`config.mk`:
```
export PLATFORM = sky130hd
export DESIGN_NAME = qspim_if
export DESIGN_NICKNAME = d
export VERILOG_FILES = /design/src/hw/qspim_pkg.sv /design/src/hw/qspim_cmd_cfg_if.sv /design/src/hw/qspim_if.sv /design/src/hw/qspim_wb_resp.sv /design/src/hw/qspim_mem_rd_fsm.sv /design/src/hw/qspim_cs_decode.sv
export SDC_FILE = /design/constraint.sdc
export NUM_CORES = 1
export LEC_CHECK = 0
export BUFFER_PORTS_ARGS = -buffer_cell sky130_fd_sc_hd__clkbuf_2
export CORE_AREA = 2 2 158 160
export DETAILED_ROUTE_END_ITERATION = 16
export DIE_AREA = 0 0 160 162
export SYNTH_ARGS = -nofsm -noshare
export SYNTH_HDL_FRONTEND = slang
export SYNTH_SLANG_ARGS = --single-unit
```
`constraint.sdc`:
```
create_clock -name mclk -period 3.5 [get_ports mclk]
set_clock_uncertainty 0.05 [all_clocks]
set_input_delay 0.7 -clock mclk [delete_from_list [all_inputs] [get_ports mclk]]
set_output_delay 0.7 -clock mclk [all_outputs]
set_load 0.1 [all_outputs]
```
`src/hw/qspim_pkg.sv`:
```
`default_nettype none

package qspim_pkg;

  // ------------------------------
  // Address map
  // ------------------------------
  localparam int REGION_BIT  = 28;  // High selects the register region
  localparam int CS_ADDR_MSB = 27;  // Chip select compare field
  localparam int CS_ADDR_LSB = 20;
  localparam int REG_IDX_MSB = 5;   // Register index in the word address
  localparam int REG_IDX_LSB = 2;
  localparam int ADDR_STEP   = 4;   // Bytes per beat

  // ------------------------------
  // Command word
  // ------------------------------
  localparam int CMD_WORD_W = 50;
  localparam int BL_BYTE_W  = 12;   // Burst length field, in bytes
  localparam logic SOC = 1'b1;      // Start of command
  localparam logic EOC = 1'b1;      // End of command
  localparam logic NOC = 1'b0;      // Flag not set

  // Bus side
  typedef logic [31:0] wb_data_t;
  typedef logic [3:0]  reg_addr_t;
  typedef logic [3:0]  byte_en_t;
  typedef logic [9:0]  burst_len_t;  // Words

  // Chip select map
  typedef logic [3:0]  cs_vec_t;     // One-hot
  typedef logic [7:0]  cs_field_t;

  // SPI command settings
  typedef logic [1:0]  spi_mode_t;
  typedef logic [3:0]  spi_seq_t;
  typedef logic [1:0]  addr_cnt_t;
  typedef logic [3:0]  dummy_cnt_t;
  typedef logic [7:0]  spi_byte_t;

  typedef logic [CMD_WORD_W-1:0] cmd_word_t;

  // Memory read sequencer
  typedef enum logic [1:0] {
    IDLE       = 2'd0,
    ADDR_PHASE = 2'd1,
    CMD_WAIT   = 2'd2,
    READ_DATA  = 2'd3
  } mem_rd_state_e;

endpackage

`default_nettype wire
```
`src/hw/qspim_cmd_cfg_if.sv`:
```
`default_nettype none

// Settings of the chip select hit by the current address
interface qspim_cmd_cfg_if;
  import qspim_pkg::*;

  cs_vec_t    cs;         // One-hot chip select
  spi_mode_t  imode;      // Initial lane mode
  spi_mode_t  fmode;      // Final lane mode
  spi_mode_t  switch_pt;  // Where the mode switches
  spi_seq_t   seq;        // Phase sequence
  addr_cnt_t  addr_cnt;
  dummy_cnt_t dummy_cnt;
  spi_byte_t  cmd_byte;   // Opcode
  spi_byte_t  mode_byte;

  // Decoder side, combinational from the bus address
  modport src (
    output cs, imode, fmode, switch_pt, seq,
    output addr_cnt, dummy_cnt, cmd_byte, mode_byte
  );

  // Sequencer side, sampled on header write
  modport dst (
    input cs, imode, fmode, switch_pt, seq,
    input addr_cnt, dummy_cnt, cmd_byte, mode_byte
  );

endinterface

`default_nettype wire

```
`src/hw/qspim_if.sv`:
```
`default_nettype none

module qspim_if (
  input  logic                  mclk,
  input  logic                  rst_n,
  // ------------------------------
  // Wishbone side
  // ------------------------------
  input  logic                  wbd_stb_i,
  input  logic                  wbd_we_i,
  input  logic                  wbd_bry_i,           // Burst ready
  input  qspim_pkg::wb_data_t   wbd_adr_i,
  input  qspim_pkg::wb_data_t   wbd_dat_i,
  input  qspim_pkg::byte_en_t   wbd_sel_i,
  input  qspim_pkg::burst_len_t wbd_bl_i,
  output qspim_pkg::wb_data_t   wbd_dat_o,
  output logic                  wbd_ack_o,
  output logic                  wbd_lack_o,          // Last beat
  // Chip select map
  input  qspim_pkg::cs_field_t  cfg_cs0_addr_i,
  input  qspim_pkg::cs_field_t  cfg_cs1_addr_i,
  input  qspim_pkg::cs_field_t  cfg_cs2_addr_i,
  input  qspim_pkg::cs_field_t  cfg_cs3_addr_i,
  input  qspim_pkg::cs_field_t  cfg_cs0_amask_i,
  input  qspim_pkg::cs_field_t  cfg_cs1_amask_i,
  input  qspim_pkg::cs_field_t  cfg_cs2_amask_i,
  input  qspim_pkg::cs_field_t  cfg_cs3_amask_i,
  input  logic                  cfg_fsm_reset_i,
  input  logic                  spi_init_done_i,
  // Setting group 0
  input  qspim_pkg::spi_mode_t  cfg_g0_imode_i,
  input  qspim_pkg::spi_mode_t  cfg_g0_fmode_i,
  input  qspim_pkg::spi_mode_t  cfg_g0_switch_i,
  input  qspim_pkg::spi_seq_t   cfg_g0_seq_i,
  input  qspim_pkg::addr_cnt_t  cfg_g0_addr_cnt_i,
  input  qspim_pkg::dummy_cnt_t cfg_g0_dummy_cnt_i,
  input  qspim_pkg::spi_byte_t  cfg_g0_cmd_i,
  input  qspim_pkg::spi_byte_t  cfg_g0_mode_i,
  // Setting group 1
  input  qspim_pkg::spi_mode_t  cfg_g1_imode_i,
  input  qspim_pkg::spi_mode_t  cfg_g1_fmode_i,
  input  qspim_pkg::spi_mode_t  cfg_g1_switch_i,
  input  qspim_pkg::spi_seq_t   cfg_g1_seq_i,
  input  qspim_pkg::addr_cnt_t  cfg_g1_addr_cnt_i,
  input  qspim_pkg::dummy_cnt_t cfg_g1_dummy_cnt_i,
  input  qspim_pkg::spi_byte_t  cfg_g1_cmd_i,
  input  qspim_pkg::spi_byte_t  cfg_g1_mode_i,
  // ------------------------------
  // Register file side
  // ------------------------------
  output logic                  spim_reg_req_o,
  output logic                  spim_reg_we_o,
  output qspim_pkg::reg_addr_t  spim_reg_addr_o,
  output qspim_pkg::byte_en_t   spim_reg_be_o,
  output qspim_pkg::wb_data_t   spim_reg_wdata_o,
  input  logic                  spim_reg_ack_i,
  input  qspim_pkg::wb_data_t   spim_reg_rdata_i,
  // Command FIFO
  input  logic                  cmd_fifo_empty_i,
  output logic                  cmd_fifo_wr_o,
  output qspim_pkg::cmd_word_t  cmd_fifo_wdata_o,
  // Response FIFO
  input  logic                  res_fifo_empty_i,
  output logic                  res_fifo_rd_o,
  input  qspim_pkg::wb_data_t   res_fifo_rdata_i
);
  import qspim_pkg::*;

  logic     mem_req;    // Open memory-region strobe
  logic     mem_ack;    // Response beat popped
  logic     mem_last;
  wb_data_t mem_rdata;

  qspim_cmd_cfg_if cmd_cfg ();  // Settings for the hit chip select

  qspim_cs_decode u_cs_decode (
    .adr_i              (wbd_adr_i),
    .cfg_cs0_addr_i     (cfg_cs0_addr_i),
    .cfg_cs1_addr_i     (cfg_cs1_addr_i),
    .cfg_cs2_addr_i     (cfg_cs2_addr_i),
    .cfg_cs3_addr_i     (cfg_cs3_addr_i),
    .cfg_cs0_amask_i    (cfg_cs0_amask_i),
    .cfg_cs1_amask_i    (cfg_cs1_amask_i),
    .cfg_cs2_amask_i    (cfg_cs2_amask_i),
    .cfg_cs3_amask_i    (cfg_cs3_amask_i),
    .cfg_g0_imode_i     (cfg_g0_imode_i),
    .cfg_g0_fmode_i     (cfg_g0_fmode_i),
    .cfg_g0_switch_i    (cfg_g0_switch_i),
    .cfg_g0_seq_i       (cfg_g0_seq_i),
    .cfg_g0_addr_cnt_i  (cfg_g0_addr_cnt_i),
    .cfg_g0_dummy_cnt_i (cfg_g0_dummy_cnt_i),
    .cfg_g0_cmd_i       (cfg_g0_cmd_i),
    .cfg_g0_mode_i      (cfg_g0_mode_i),
    .cfg_g1_imode_i     (cfg_g1_imode_i),
    .cfg_g1_fmode_i     (cfg_g1_fmode_i),
    .cfg_g1_switch_i    (cfg_g1_switch_i),
    .cfg_g1_seq_i       (cfg_g1_seq_i),
    .cfg_g1_addr_cnt_i  (cfg_g1_addr_cnt_i),
    .cfg_g1_dummy_cnt_i (cfg_g1_dummy_cnt_i),
    .cfg_g1_cmd_i       (cfg_g1_cmd_i),
    .cfg_g1_mode_i      (cfg_g1_mode_i),
    .cfg_o              (cmd_cfg.src)
  );

  qspim_mem_rd_fsm u_mem_rd_fsm (
    .mclk             (mclk),
    .rst_n            (rst_n),
    .mem_req_i        (mem_req),
    .adr_i            (wbd_adr_i),
    .bl_i             (wbd_bl_i),
    .bry_i            (wbd_bry_i),
    .spi_init_done_i  (spi_init_done_i),
    .cfg_fsm_reset_i  (cfg_fsm_reset_i),
    .cfg_i            (cmd_cfg.dst),
    .cmd_fifo_empty_i (cmd_fifo_empty_i),
    .cmd_fifo_wr_o    (cmd_fifo_wr_o),
    .cmd_fifo_wdata_o (cmd_fifo_wdata_o),
    .res_fifo_empty_i (res_fifo_empty_i),
    .res_fifo_rd_o    (res_fifo_rd_o),
    .res_fifo_rdata_i (res_fifo_rdata_i),
    .mem_ack_o        (mem_ack),
    .mem_last_o       (mem_last),
    .mem_rdata_o      (mem_rdata)
  );

  qspim_wb_resp u_wb_resp (
    .mclk        (mclk),
    .rst_n       (rst_n),
    .stb_i       (wbd_stb_i),
    .we_i        (wbd_we_i),
    .adr_i       (wbd_adr_i),
    .dat_i       (wbd_dat_i),
    .sel_i       (wbd_sel_i),
    .mem_req_o   (mem_req),
    .mem_ack_i   (mem_ack),
    .mem_last_i  (mem_last),
    .mem_rdata_i (mem_rdata),
    .reg_req_o   (spim_reg_req_o),
    .reg_we_o    (spim_reg_we_o),
    .reg_addr_o  (spim_reg_addr_o),
    .reg_be_o    (spim_reg_be_o),
    .reg_wdata_o (spim_reg_wdata_o),
    .reg_ack_i   (spim_reg_ack_i),
    .reg_rdata_i (spim_reg_rdata_i),
    .ack_o       (wbd_ack_o),
    .lack_o      (wbd_lack_o),
    .dat_o       (wbd_dat_o)
  );

endmodule

`default_nettype wire

```
`src/hw/qspim_wb_resp.sv`:
```
`default_nettype none

module qspim_wb_resp (
  input  logic                 mclk,
  input  logic                 rst_n,
  input  logic                 stb_i,
  input  logic                 we_i,
  input  qspim_pkg::wb_data_t  adr_i,
  input  qspim_pkg::wb_data_t  dat_i,
  input  qspim_pkg::byte_en_t  sel_i,
  output logic                 mem_req_o,    // To the sequencer
  input  logic                 mem_ack_i,
  input  logic                 mem_last_i,
  input  qspim_pkg::wb_data_t  mem_rdata_i,
  output logic                 reg_req_o,    // Level, held until ack
  output logic                 reg_we_o,
  output qspim_pkg::reg_addr_t reg_addr_o,
  output qspim_pkg::byte_en_t  reg_be_o,
  output qspim_pkg::wb_data_t  reg_wdata_o,
  input  logic                 reg_ack_i,
  input  qspim_pkg::wb_data_t  reg_rdata_i,
  output logic                 ack_o,
  output logic                 lack_o,
  output qspim_pkg::wb_data_t  dat_o
);
  import qspim_pkg::*;

  logic open_stb;  // Strobe not yet closed by a last ack
  logic mem_hit;
  logic reg_hit;

  // ------------------------------
  // Region decode on bit 28
  // ------------------------------
  assign open_stb  = stb_i && !lack_o;
  assign mem_req_o = open_stb && !adr_i[REGION_BIT];
  assign reg_req_o = open_stb && adr_i[REGION_BIT];

  assign reg_we_o    = we_i;
  assign reg_addr_o  = adr_i[REG_IDX_MSB:REG_IDX_LSB];  // Word index
  assign reg_be_o    = sel_i;
  assign reg_wdata_o = dat_i;

  assign mem_hit = mem_req_o && mem_ack_i;
  assign reg_hit = reg_req_o && reg_ack_i;

  always_ff @(posedge mclk) begin
    if (!rst_n) begin
      ack_o  <= 1'b0;
      lack_o <= 1'b0;
      dat_o  <= '0;
    end else begin
      ack_o  <= mem_hit || reg_hit;
      lack_o <= (mem_hit && mem_last_i) || reg_hit;  // Register access is one beat
      if (!we_i && mem_hit) begin
        dat_o <= mem_rdata_i;
      end else if (!we_i && reg_hit) begin
        dat_o <= reg_rdata_i;
      end else begin
        dat_o <= '0;  // Writes and idle cycles
      end
    end
  end

  // Flash region is read only
  a_no_mem_wr: assert property (@(posedge mclk) disable iff (!rst_n)
    mem_req_o |-> !we_i);

endmodule

`default_nettype wire

```
`src/hw/qspim_mem_rd_fsm.sv`:
```
`default_nettype none

module qspim_mem_rd_fsm (
  input  logic                  mclk,
  input  logic                  rst_n,
  input  logic                  mem_req_i,         // Memory region strobe
  input  qspim_pkg::wb_data_t   adr_i,
  input  qspim_pkg::burst_len_t bl_i,              // Words
  input  logic                  bry_i,             // Master ready for a beat
  input  logic                  spi_init_done_i,
  input  logic                  cfg_fsm_reset_i,
  qspim_cmd_cfg_if.dst          cfg_i,
  input  logic                  cmd_fifo_empty_i,
  output logic                  cmd_fifo_wr_o,     // One-cycle pulse
  output qspim_pkg::cmd_word_t  cmd_fifo_wdata_o,
  input  logic                  res_fifo_empty_i,
  output logic                  res_fifo_rd_o,     // Data valid same cycle
  input  qspim_pkg::wb_data_t   res_fifo_rdata_i,
  output logic                  mem_ack_o,
  output logic                  mem_last_o,
  output qspim_pkg::wb_data_t   mem_rdata_o
);
  import qspim_pkg::*;

  mem_rd_state_e        state_q;
  mem_rd_state_e        state_d;
  burst_len_t           bl_cnt_q;  // Beats still to come
  burst_len_t           bl_cnt_d;
  wb_data_t             addr_q;    // Start address of the burst
  logic [BL_BYTE_W-1:0] bl_bytes;
  logic                 start;     // Header goes out this cycle
  logic                 pop;       // Response beat this cycle

  assign bl_bytes = BL_BYTE_W'(bl_i) * BL_BYTE_W'(ADDR_STEP);

  assign start = (state_q == IDLE) && mem_req_i && spi_init_done_i &&
                 cmd_fifo_empty_i && !cfg_fsm_reset_i;
  assign pop   = (state_q == READ_DATA) && !res_fifo_empty_i && bry_i;

  // ------------------------------
  // State and countdown
  // ------------------------------
  always_ff @(posedge mclk) begin
    if (!rst_n || cfg_fsm_reset_i) begin
      state_q  <= IDLE;
      bl_cnt_q <= '0;
    end else begin
      state_q  <= state_d;
      bl_cnt_q <= bl_cnt_d;
    end
  end

  // Address word follows the header, so take it now
  always_ff @(posedge mclk) begin
    if (start) begin
      addr_q <= adr_i;
    end
  end

  always_comb begin
    state_d          = state_q;
    bl_cnt_d         = bl_cnt_q;
    cmd_fifo_wr_o    = 1'b0;
    cmd_fifo_wdata_o = '0;
    res_fifo_rd_o    = 1'b0;
    mem_ack_o        = 1'b0;
    mem_last_o       = 1'b0;
    mem_rdata_o      = '0;
    unique case (state_q)
      IDLE: begin
        if (start) begin
          cmd_fifo_wr_o    = 1'b1;
          cmd_fifo_wdata_o = {SOC, NOC, bl_bytes,
                              cfg_i.dummy_cnt, cfg_i.addr_cnt,
                              cfg_i.switch_pt, cfg_i.fmode, cfg_i.imode,
                              cfg_i.seq, cfg_i.cs,
                              cfg_i.mode_byte, cfg_i.cmd_byte};
          bl_cnt_d         = bl_i;
          state_d          = ADDR_PHASE;
        end
      end
      ADDR_PHASE: begin
        cmd_fifo_wr_o    = 1'b1;
        cmd_fifo_wdata_o = {NOC, EOC, 16'h0, addr_q};  // Read ends the command
        state_d          = CMD_WAIT;
      end
      CMD_WAIT: begin
        if (cmd_fifo_empty_i) begin  // Engine took both words
          state_d = READ_DATA;
        end
      end
      READ_DATA: begin
        if (pop) begin
          res_fifo_rd_o = 1'b1;
          mem_ack_o     = 1'b1;
          mem_rdata_o   = res_fifo_rdata_i;
          bl_cnt_d      = bl_cnt_q - 1'b1;
          if (bl_cnt_q <= burst_len_t'(1)) begin  // Final beat, zero length too
            mem_last_o = 1'b1;
            bl_cnt_d   = '0;
            state_d    = IDLE;
          end
        end
      end
    endcase
  end

  // ------------------------------
  // Checks
  // ------------------------------
  a_no_late_cmd: assert property (@(posedge mclk) disable iff (!rst_n)
    (state_q inside {CMD_WAIT, READ_DATA}) |-> !cmd_fifo_wr_o);

  a_no_rd_empty: assert property (@(posedge mclk) disable iff (!rst_n)
    res_fifo_rd_o |-> !res_fifo_empty_i);

endmodule

`default_nettype wire

```
`src/hw/qspim_cs_decode.sv`:
```
`default_nettype none

module qspim_cs_decode (
  input  qspim_pkg::wb_data_t   adr_i,
  // Chip select map
  input  qspim_pkg::cs_field_t  cfg_cs0_addr_i,
  input  qspim_pkg::cs_field_t  cfg_cs1_addr_i,
  input  qspim_pkg::cs_field_t  cfg_cs2_addr_i,
  input  qspim_pkg::cs_field_t  cfg_cs3_addr_i,
  input  qspim_pkg::cs_field_t  cfg_cs0_amask_i,
  input  qspim_pkg::cs_field_t  cfg_cs1_amask_i,
  input  qspim_pkg::cs_field_t  cfg_cs2_amask_i,
  input  qspim_pkg::cs_field_t  cfg_cs3_amask_i,
  // Group 0, CS0 and CS1
  input  qspim_pkg::spi_mode_t  cfg_g0_imode_i,
  input  qspim_pkg::spi_mode_t  cfg_g0_fmode_i,
  input  qspim_pkg::spi_mode_t  cfg_g0_switch_i,
  input  qspim_pkg::spi_seq_t   cfg_g0_seq_i,
  input  qspim_pkg::addr_cnt_t  cfg_g0_addr_cnt_i,
  input  qspim_pkg::dummy_cnt_t cfg_g0_dummy_cnt_i,
  input  qspim_pkg::spi_byte_t  cfg_g0_cmd_i,
  input  qspim_pkg::spi_byte_t  cfg_g0_mode_i,
  // Group 1, CS2 and CS3
  input  qspim_pkg::spi_mode_t  cfg_g1_imode_i,
  input  qspim_pkg::spi_mode_t  cfg_g1_fmode_i,
  input  qspim_pkg::spi_mode_t  cfg_g1_switch_i,
  input  qspim_pkg::spi_seq_t   cfg_g1_seq_i,
  input  qspim_pkg::addr_cnt_t  cfg_g1_addr_cnt_i,
  input  qspim_pkg::dummy_cnt_t cfg_g1_dummy_cnt_i,
  input  qspim_pkg::spi_byte_t  cfg_g1_cmd_i,
  input  qspim_pkg::spi_byte_t  cfg_g1_mode_i,
  qspim_cmd_cfg_if.src          cfg_o
);
  import qspim_pkg::*;

  cs_field_t cs_adr;    // Address bits 27:20
  cs_vec_t   cs_vec;
  logic      grp1_sel;  // CS2 or CS3 hit

  assign cs_adr = adr_i[CS_ADDR_MSB:CS_ADDR_LSB];

  // ------------------------------
  // Masked compare per chip select
  // ------------------------------
  assign cs_vec[0] = ((cs_adr & cfg_cs0_amask_i) == cfg_cs0_addr_i);
  assign cs_vec[1] = ((cs_adr & cfg_cs1_amask_i) == cfg_cs1_addr_i);
  assign cs_vec[2] = ((cs_adr & cfg_cs2_amask_i) == cfg_cs2_addr_i);
  assign cs_vec[3] = ((cs_adr & cfg_cs3_amask_i) == cfg_cs3_addr_i);

  // No hit or a low chip select falls back to group 0
  assign grp1_sel = (cs_vec == 4'b0100) || (cs_vec == 4'b1000);

  assign cfg_o.cs        = cs_vec;
  assign cfg_o.imode     = grp1_sel ? cfg_g1_imode_i     : cfg_g0_imode_i;
  assign cfg_o.fmode     = grp1_sel ? cfg_g1_fmode_i     : cfg_g0_fmode_i;
  assign cfg_o.switch_pt = grp1_sel ? cfg_g1_switch_i    : cfg_g0_switch_i;
  assign cfg_o.seq       = grp1_sel ? cfg_g1_seq_i       : cfg_g0_seq_i;
  assign cfg_o.addr_cnt  = grp1_sel ? cfg_g1_addr_cnt_i  : cfg_g0_addr_cnt_i;
  assign cfg_o.dummy_cnt = grp1_sel ? cfg_g1_dummy_cnt_i : cfg_g0_dummy_cnt_i;
  assign cfg_o.cmd_byte  = grp1_sel ? cfg_g1_cmd_i       : cfg_g0_cmd_i;
  assign cfg_o.mode_byte = grp1_sel ? cfg_g1_mode_i      : cfg_g0_mode_i;

  // Overlapping windows would put two CS lines in one header
  always_comb begin
    if (!adr_i[REGION_BIT]) begin
      a_cs_onehot: assert #0 ($onehot0(cs_vec));
    end
  end

endmodule

`default_nettype wire

```
==> out/results.ini, run 1 <==
[run_status]
status=complete, no violations

[grt]
grt_max_degree=36
grt_first_pass_wirelength_um=29500
grt_overflow=0
grt_pass1_vias=5388
groute.usage.overall=0.1454
antenna_found_initial=2

[cts]
htree_levels=3
cts_sinks=78
clock_latency_ps=340
cts-buffers-inserted=9
cts_hold_buf=0
clockBufferDepth=2
root_buffer=clkbuf_16
clk_pin_slew_ps=70
cts_tree=done

[worst_setup_path]
worstPathCellList=clkbuf_2 > a21o_1 > a211oi_1 > nand4_1 > buf_4 > xnor2_4 > buf_12 > clkbuf_16 > o211ai_1 > buf_12
cp_max_fo=13
cp-start-kind=input port
cp.arrival_ps=2710
r2r_cells=8
worstSetupEndpointType=output pin
max_stage_delay_ps=430
crit_slowest_cell=o211ai_1
cp.required_ps=2750
reg2reg_slack_ps=850
worstSetupPathType=in -> out
crit_top_cell=buf_12

[timing]
tightest_slew_ps=560.4
slew_viol_final=0
fmax_ghz=0.2893
slew_headroom=0.6280
fin_crit_sh=0.9877
setup_viol=0
hold_slack_ps=454.8
hold_viol=0
fin_crit_ps=3457

[power_and_ir_drop]
peakVddDrop_v=0.0002065
leakage_nw=3.548
power_density_nw_per_um2=298.0
power.total_mw=2.482

[detailed_routing]
vias=5731
wl_per_cell_um=16.61
antenna_left=0
drtIter0Drc=524
avgViaCountPerCell=4.748
drtPass1Iterations=7
drt_wl_total_um=20050
drc=0

[layout]
n_fill_cell=2494
drive_gt1_frac=0.4938
antenna_cells=0
nets=1164
multi_input_area_um2=2704
syn2layout_area_growth_pct=67.07
regArea_um2=1883
design_area_um2=8328
post-route-util=0.3455

[floorplan]
start_util=0.2068
die_w_um=160
die_area_um2=25920
pin_count=408
coreArea_um2=24110
die_height_um=162
num_rows=57

[synthesis]
async_reset_ff_frac=0
synth.distinct_cells=49
ys_ff_latch=78
synth_cells=570
yosysWarnings=0
synthFlopType=dfxtp_1
netlist_area_um2=4985
postSynthAreaPerCell_um2=8.745
ys_seq_area_frac=0.3775
synth_edf_count=32

[placement]
finalWeightedCongestion=0.8310
place_area_um2=7805
dp_hpwl_um=16150
io_buffers=333

[min_path]
min_path_type=reg -> reg
min_path_cells=2

[flow_run]
cap_violations=0

[registers in the layout, indices dropped and copies added (netlist names)]
signal,count
u_mem_rd_fsm.addr_q,32
u_wb_resp.dat_o,32
u_mem_rd_fsm.bl_cnt_q,10
u_mem_rd_fsm.state_q,2
u_wb_resp.ack_o,1
u_wb_resp.lack_o,1
[layer usage]
metal	up-vias	GRT usage	part of all wire	wire [um]
met4	4	0.04873	0.018	370
met5	-	0	0.0013	26
met3	25	0.04265	0.099	1980
met2	360	0.2590	0.50	10010
li1	2742	-	-	-
met1	2600	0.1670	0.38	7661
[where the power goes]
group          internal (mW)  switching (mW)
clock                  0.609           0.419
combinational          0.205           0.289
sequential             0.955         0.00498
total                   1.77           0.713
[final cells by class]
class,instances,area share
multi-input cells,387,0.3247
clock buffers,10,0.03005
clock inverters,6,0.009014
well taps,324,0.04868
inverters,18,0.009014
flip-flops and latches,78,0.2261
repair buffers,384,0.3525
[logic make-up after synthesis]
| family | count (synthesis) | share of synthesized area |
|---|---|---|
| mux | 3 | 0.006024 |
| flops | 78 | 0.3775 |
| xor+xnor | 2 | 0.003515 |
| fa+ha+maj | 6 | 0.01506 |
| simple gates | 201 | 0.2179 |
| buf+inv | 106 | 0.1185 |
| compound gates | 173 | 0.2608 |
| other cells | 1 | 0.0007523 |
[per-stage QoR]
| stage | TNS [ps] | std cells | setup slack, ps |
|---|---|---|---|
| after CTS | 0 | 1200 | 0.6586 |
| after floorplan | -26720 | 571 | -845.8 |
| after detailed placement | -754.3 | 1181 | -99.15 |
| final | 0 | 1207 | 43.01 |
| after global placement | -446.9 | 1181 | -48.76 |
| after global routing | -17.45 | 1207 | -10.66 |
[path summary, 6_finish.rpt]
check / start / end
max: wbd_adr_i[25] / cmd_fifo_wdata_o[11]
min: u_mem_rd_fsm.state_q[1] / u_mem_rd_fsm.state_q[1]
max reg2reg: u_wb_resp.lack_o / u_mem_rd_fsm.bl_cnt_q[5]
min reg2reg: u_mem_rd_fsm.state_q[1] / u_mem_rd_fsm.state_q[1]
[critical path: cells and delay by family]
kind / cells / cell delay (ps)
xor+xnor: 1 / 160
compound gates: 3 / 840
buf+inv: 5 / 890
simple gates: 1 / 120
[placed cells by master (no fill, tap or decap), types with 4 or more instances in the layout]
| cell | instances |
|---|---|
| nor2_2 | 5 |
| inv_1 | 17 |
| nor2_1 | 16 |
| a32oi_1 | 28 |
| ha_1 | 6 |
| dfxtp_1 | 45 |
| o21ai_0 | 10 |
| a21o_1 | 8 |
| edfxtp_1 | 32 |
| clkbuf_2 | 282 |
| nor2_4 | 8 |
| a21boi_0 | 7 |
| and3_1 | 16 |
| a211oi_1 | 8 |
| o211ai_1 | 29 |
| a21oi_1 | 19 |
| clkbuf_16 | 14 |
| buf_4 | 38 |
| o22a_1 | 6 |
| nor2b_1 | 33 |
| nand2_1 | 18 |
| nand3_1 | 67 |
| a22oi_1 | 39 |
| and3b_1 | 8 |
| nand4_1 | 4 |
| nor3_1 | 5 |
| buf_12 | 54 |
[cell usage after synthesis (4+ instances only)]
library cell	n	area, um2
clkbuf_1	31	116.4
nor2b_1	33	206.5
edfxtp_1	32	960.9
buf_2	7	35.03
nor2_1	28	105.1
o211ai_1	29	217.7
nor3_1	6	30.03
ha_1	6	75.07
a21oi_1	19	95.09
dfxtp_1	46	920.9
a21boi_0	8	60.06
buf_4	47	352.8
nand3_1	70	350.3
and3_1	16	100.1
nand2_1	18	67.56
a32oi_1	28	245.2
nand4_1	4	25.02
and3b_1	8	70.07
o22a_1	6	52.55
o21ai_0	12	60.06
a21o_1	8	60.06
inv_1	18	67.56
a22oi_1	39	292.8
a211oi_1	10	75.07
[repair_timing]
| action | CTS | global route |
|---|---|---|
| setup endpoints to repair | 22 | 29 |
| buffers inserted | 3 | 6 |
| cloned | 0 | 1 |
| gates resized for setup | 5 | 20 |
| endpoints found under the hold margin | 0 | 0 |
| pin swaps | 2 | 7 |
Note: power is estimated with default switching activity, not from simulation.
==> run 2, diff against run 1 <==
Clock period 3.5 ns to 3 ns, I/O delays scaled along.
==> out/results.ini, run 2 (synthesis gave the netlist of run 1 again) <==
[run_status]
status=finished, violations left
violations=negative setup slack

[power_and_ir_drop]
power.total_mw=2.792
power_density_nw_per_um2=325.5
peakVddDrop_v=0.0002160
clkPwrFrac=0.382
power_switching_mw=0.8395
seqPwrFrac=0.401
leakage_nw=3.670
p_int_mw=1.952
swShare=0.3007
p_comb_frac=0.217

[timing]
rsz0062_at_grt=yes
setup_slack_ps=-224.7
slew_viol_final=0
fmax_ghz=0.3101
hold_slack_ps=382.2
setup_viol=34
fin_crit_sh=1.075
slew_headroom=0.5803
fin_crit_ps=3225
setup_tns_ps=-5547
hold_viol=0
tightest_slew_ps=629.6

[min_path]
min_path_cells=1
holdCritStartpoint=wbd_adr_i[30]
min_path_type=in -> reg
min_to=u_mem_rd_fsm.addr_q[30]

[detailed_routing]
drc=0
avgViaCountPerCell=4.696
drtIter0Drc=477
vias=5790
drtPass1Iterations=5
wl_per_cell_um=16.48
antenna_left=0
drt_wl_total_um=20330

[cts]
cts_tree=done
clock_latency_ps=340
root_buffer=clkbuf_16
cts_sinks=78
cts-buffers-inserted=9
clockBufferDepth=2
htree_levels=3
clk_pin_slew_ps=70

[layout]
nets=1189
final_cell_mix=279 x clkbuf_2, 66 x nand3_1, 62 x buf_4, 55 x buf_12, 45 x dfxtp_1
layout_commonest_cell=clkbuf_2
top_regs=u_mem_rd_fsm.addr_q (32), u_wb_resp.dat_o (32), u_mem_rd_fsm.bl_cnt_q (10)
drive_gt1_frac=0.5154
final_cell_count_no_fill=1233
syn2layout_area_growth_pct=72.09
post-route-util=0.3559
design_area_um2=8578

[worst_setup_path]
cp_top_family=simple AND/OR/NAND/NOR gates
cp.arrival_ps=2570
worstPathCellList=clkbuf_2 > or3b_4 > or4b_4 > clkinv_8 > bufbuf_16 > a32oi_1 > o211ai_1 > clkbuf_16
worstSetupPathType=in -> out
r2r-end=u_mem_rd_fsm.bl_cnt_q[3]
cp-start-kind=input port
worstSetupStartpoint=wbd_adr_i[28]
worstSetupEndpointType=output pin
crit_slowest_cell=or4b_4
r2r_cells=8
path_buf_inv=4
cp_max_fo=17
max_stage_delay_ps=580
reg2reg_slack_ps=340
cp.required_ps=2350
r2r-start=u_wb_resp.lack_o

[placement]
dp_slack_ps=-521.4
dp_hpwl_um=16680
place_area_um2=8049
finalWeightedCongestion=0.8598
placedCellCount=1207
io_buffers=333

[floorplan]
num_rows=57
die_height_um=162
coreArea_um2=24110
die_w_um=160
pin_count=408
start_util=0.2068
die_area_um2=25920

[grt]
grt_overflow=0
grt_pass1_vias=5656
antenna_found_initial=0
grt_first_pass_wirelength_um=30480
grt_max_degree=35
groute.usage.overall=0.1504

[flow_run]
cap_violations=0

run 2: power groups by stage:
stage / clock [mW] / combinational (mW) / sequential [mW]
2_1_floorplan: 0 / 0.479 / 1.18
4_1_cts: 1.12 / 0.601 / 1.12
3_5_place_dp: 0 / 0.589 / 1.14
5_1_grt: 1.17 / 0.647 / 1.12
6_report: 1.07 / 0.605 / 1.12
3_3_place_gp: 0 / 0.584 / 1.14
run 2: layout make-up:
class,count,area [um2]
Multi-Input combinational cell,387,2740
Clock buffer,9,225.2
Fill cell,2501,15530
Antenna cell,1,2.502
Clock inverter,7,58.81
Inverter,18,83.83
Timing Repair Buffer,409,3179
Sequential cell,78,1883
Tap cell,324,405.4
run 2: what timing repair did:
action | in CTS | in global routing
pin swaps | 9 | 7
resized for setup | 18 | 21
buffers inserted | 3 | 3
cloned | 3 | 0
setup endpoints to repair | 48 | 48
hold buffers | 0 | 0
run 2: how the worst max path moves through the flow:
stage	to	slack [ps]	cells past startpoint
finish	cmd_fifo_wdata_o[13]	-220	8
global route	cmd_fifo_wdata_o[13]	-330	7
detailed placement	cmd_fifo_wdata_o[35]	-520	10
global placement	cmd_fifo_wdata_o[35]	-510	10
CTS	cmd_fifo_wdata_o[30]	-240	7
floorplan	cmd_fifo_wdata_o[11]	-1150	8
run 2: metal layers:
metal / wire length (um) / share of wire / track usage
met1: 7755 / 0.38 / 0.1684
met2: 10390 / 0.51 / 0.2688
met3: 1712 / 0.084 / 0.04367
met4: 471 / 0.023 / 0.06102
met5: 0 / 0 / 0
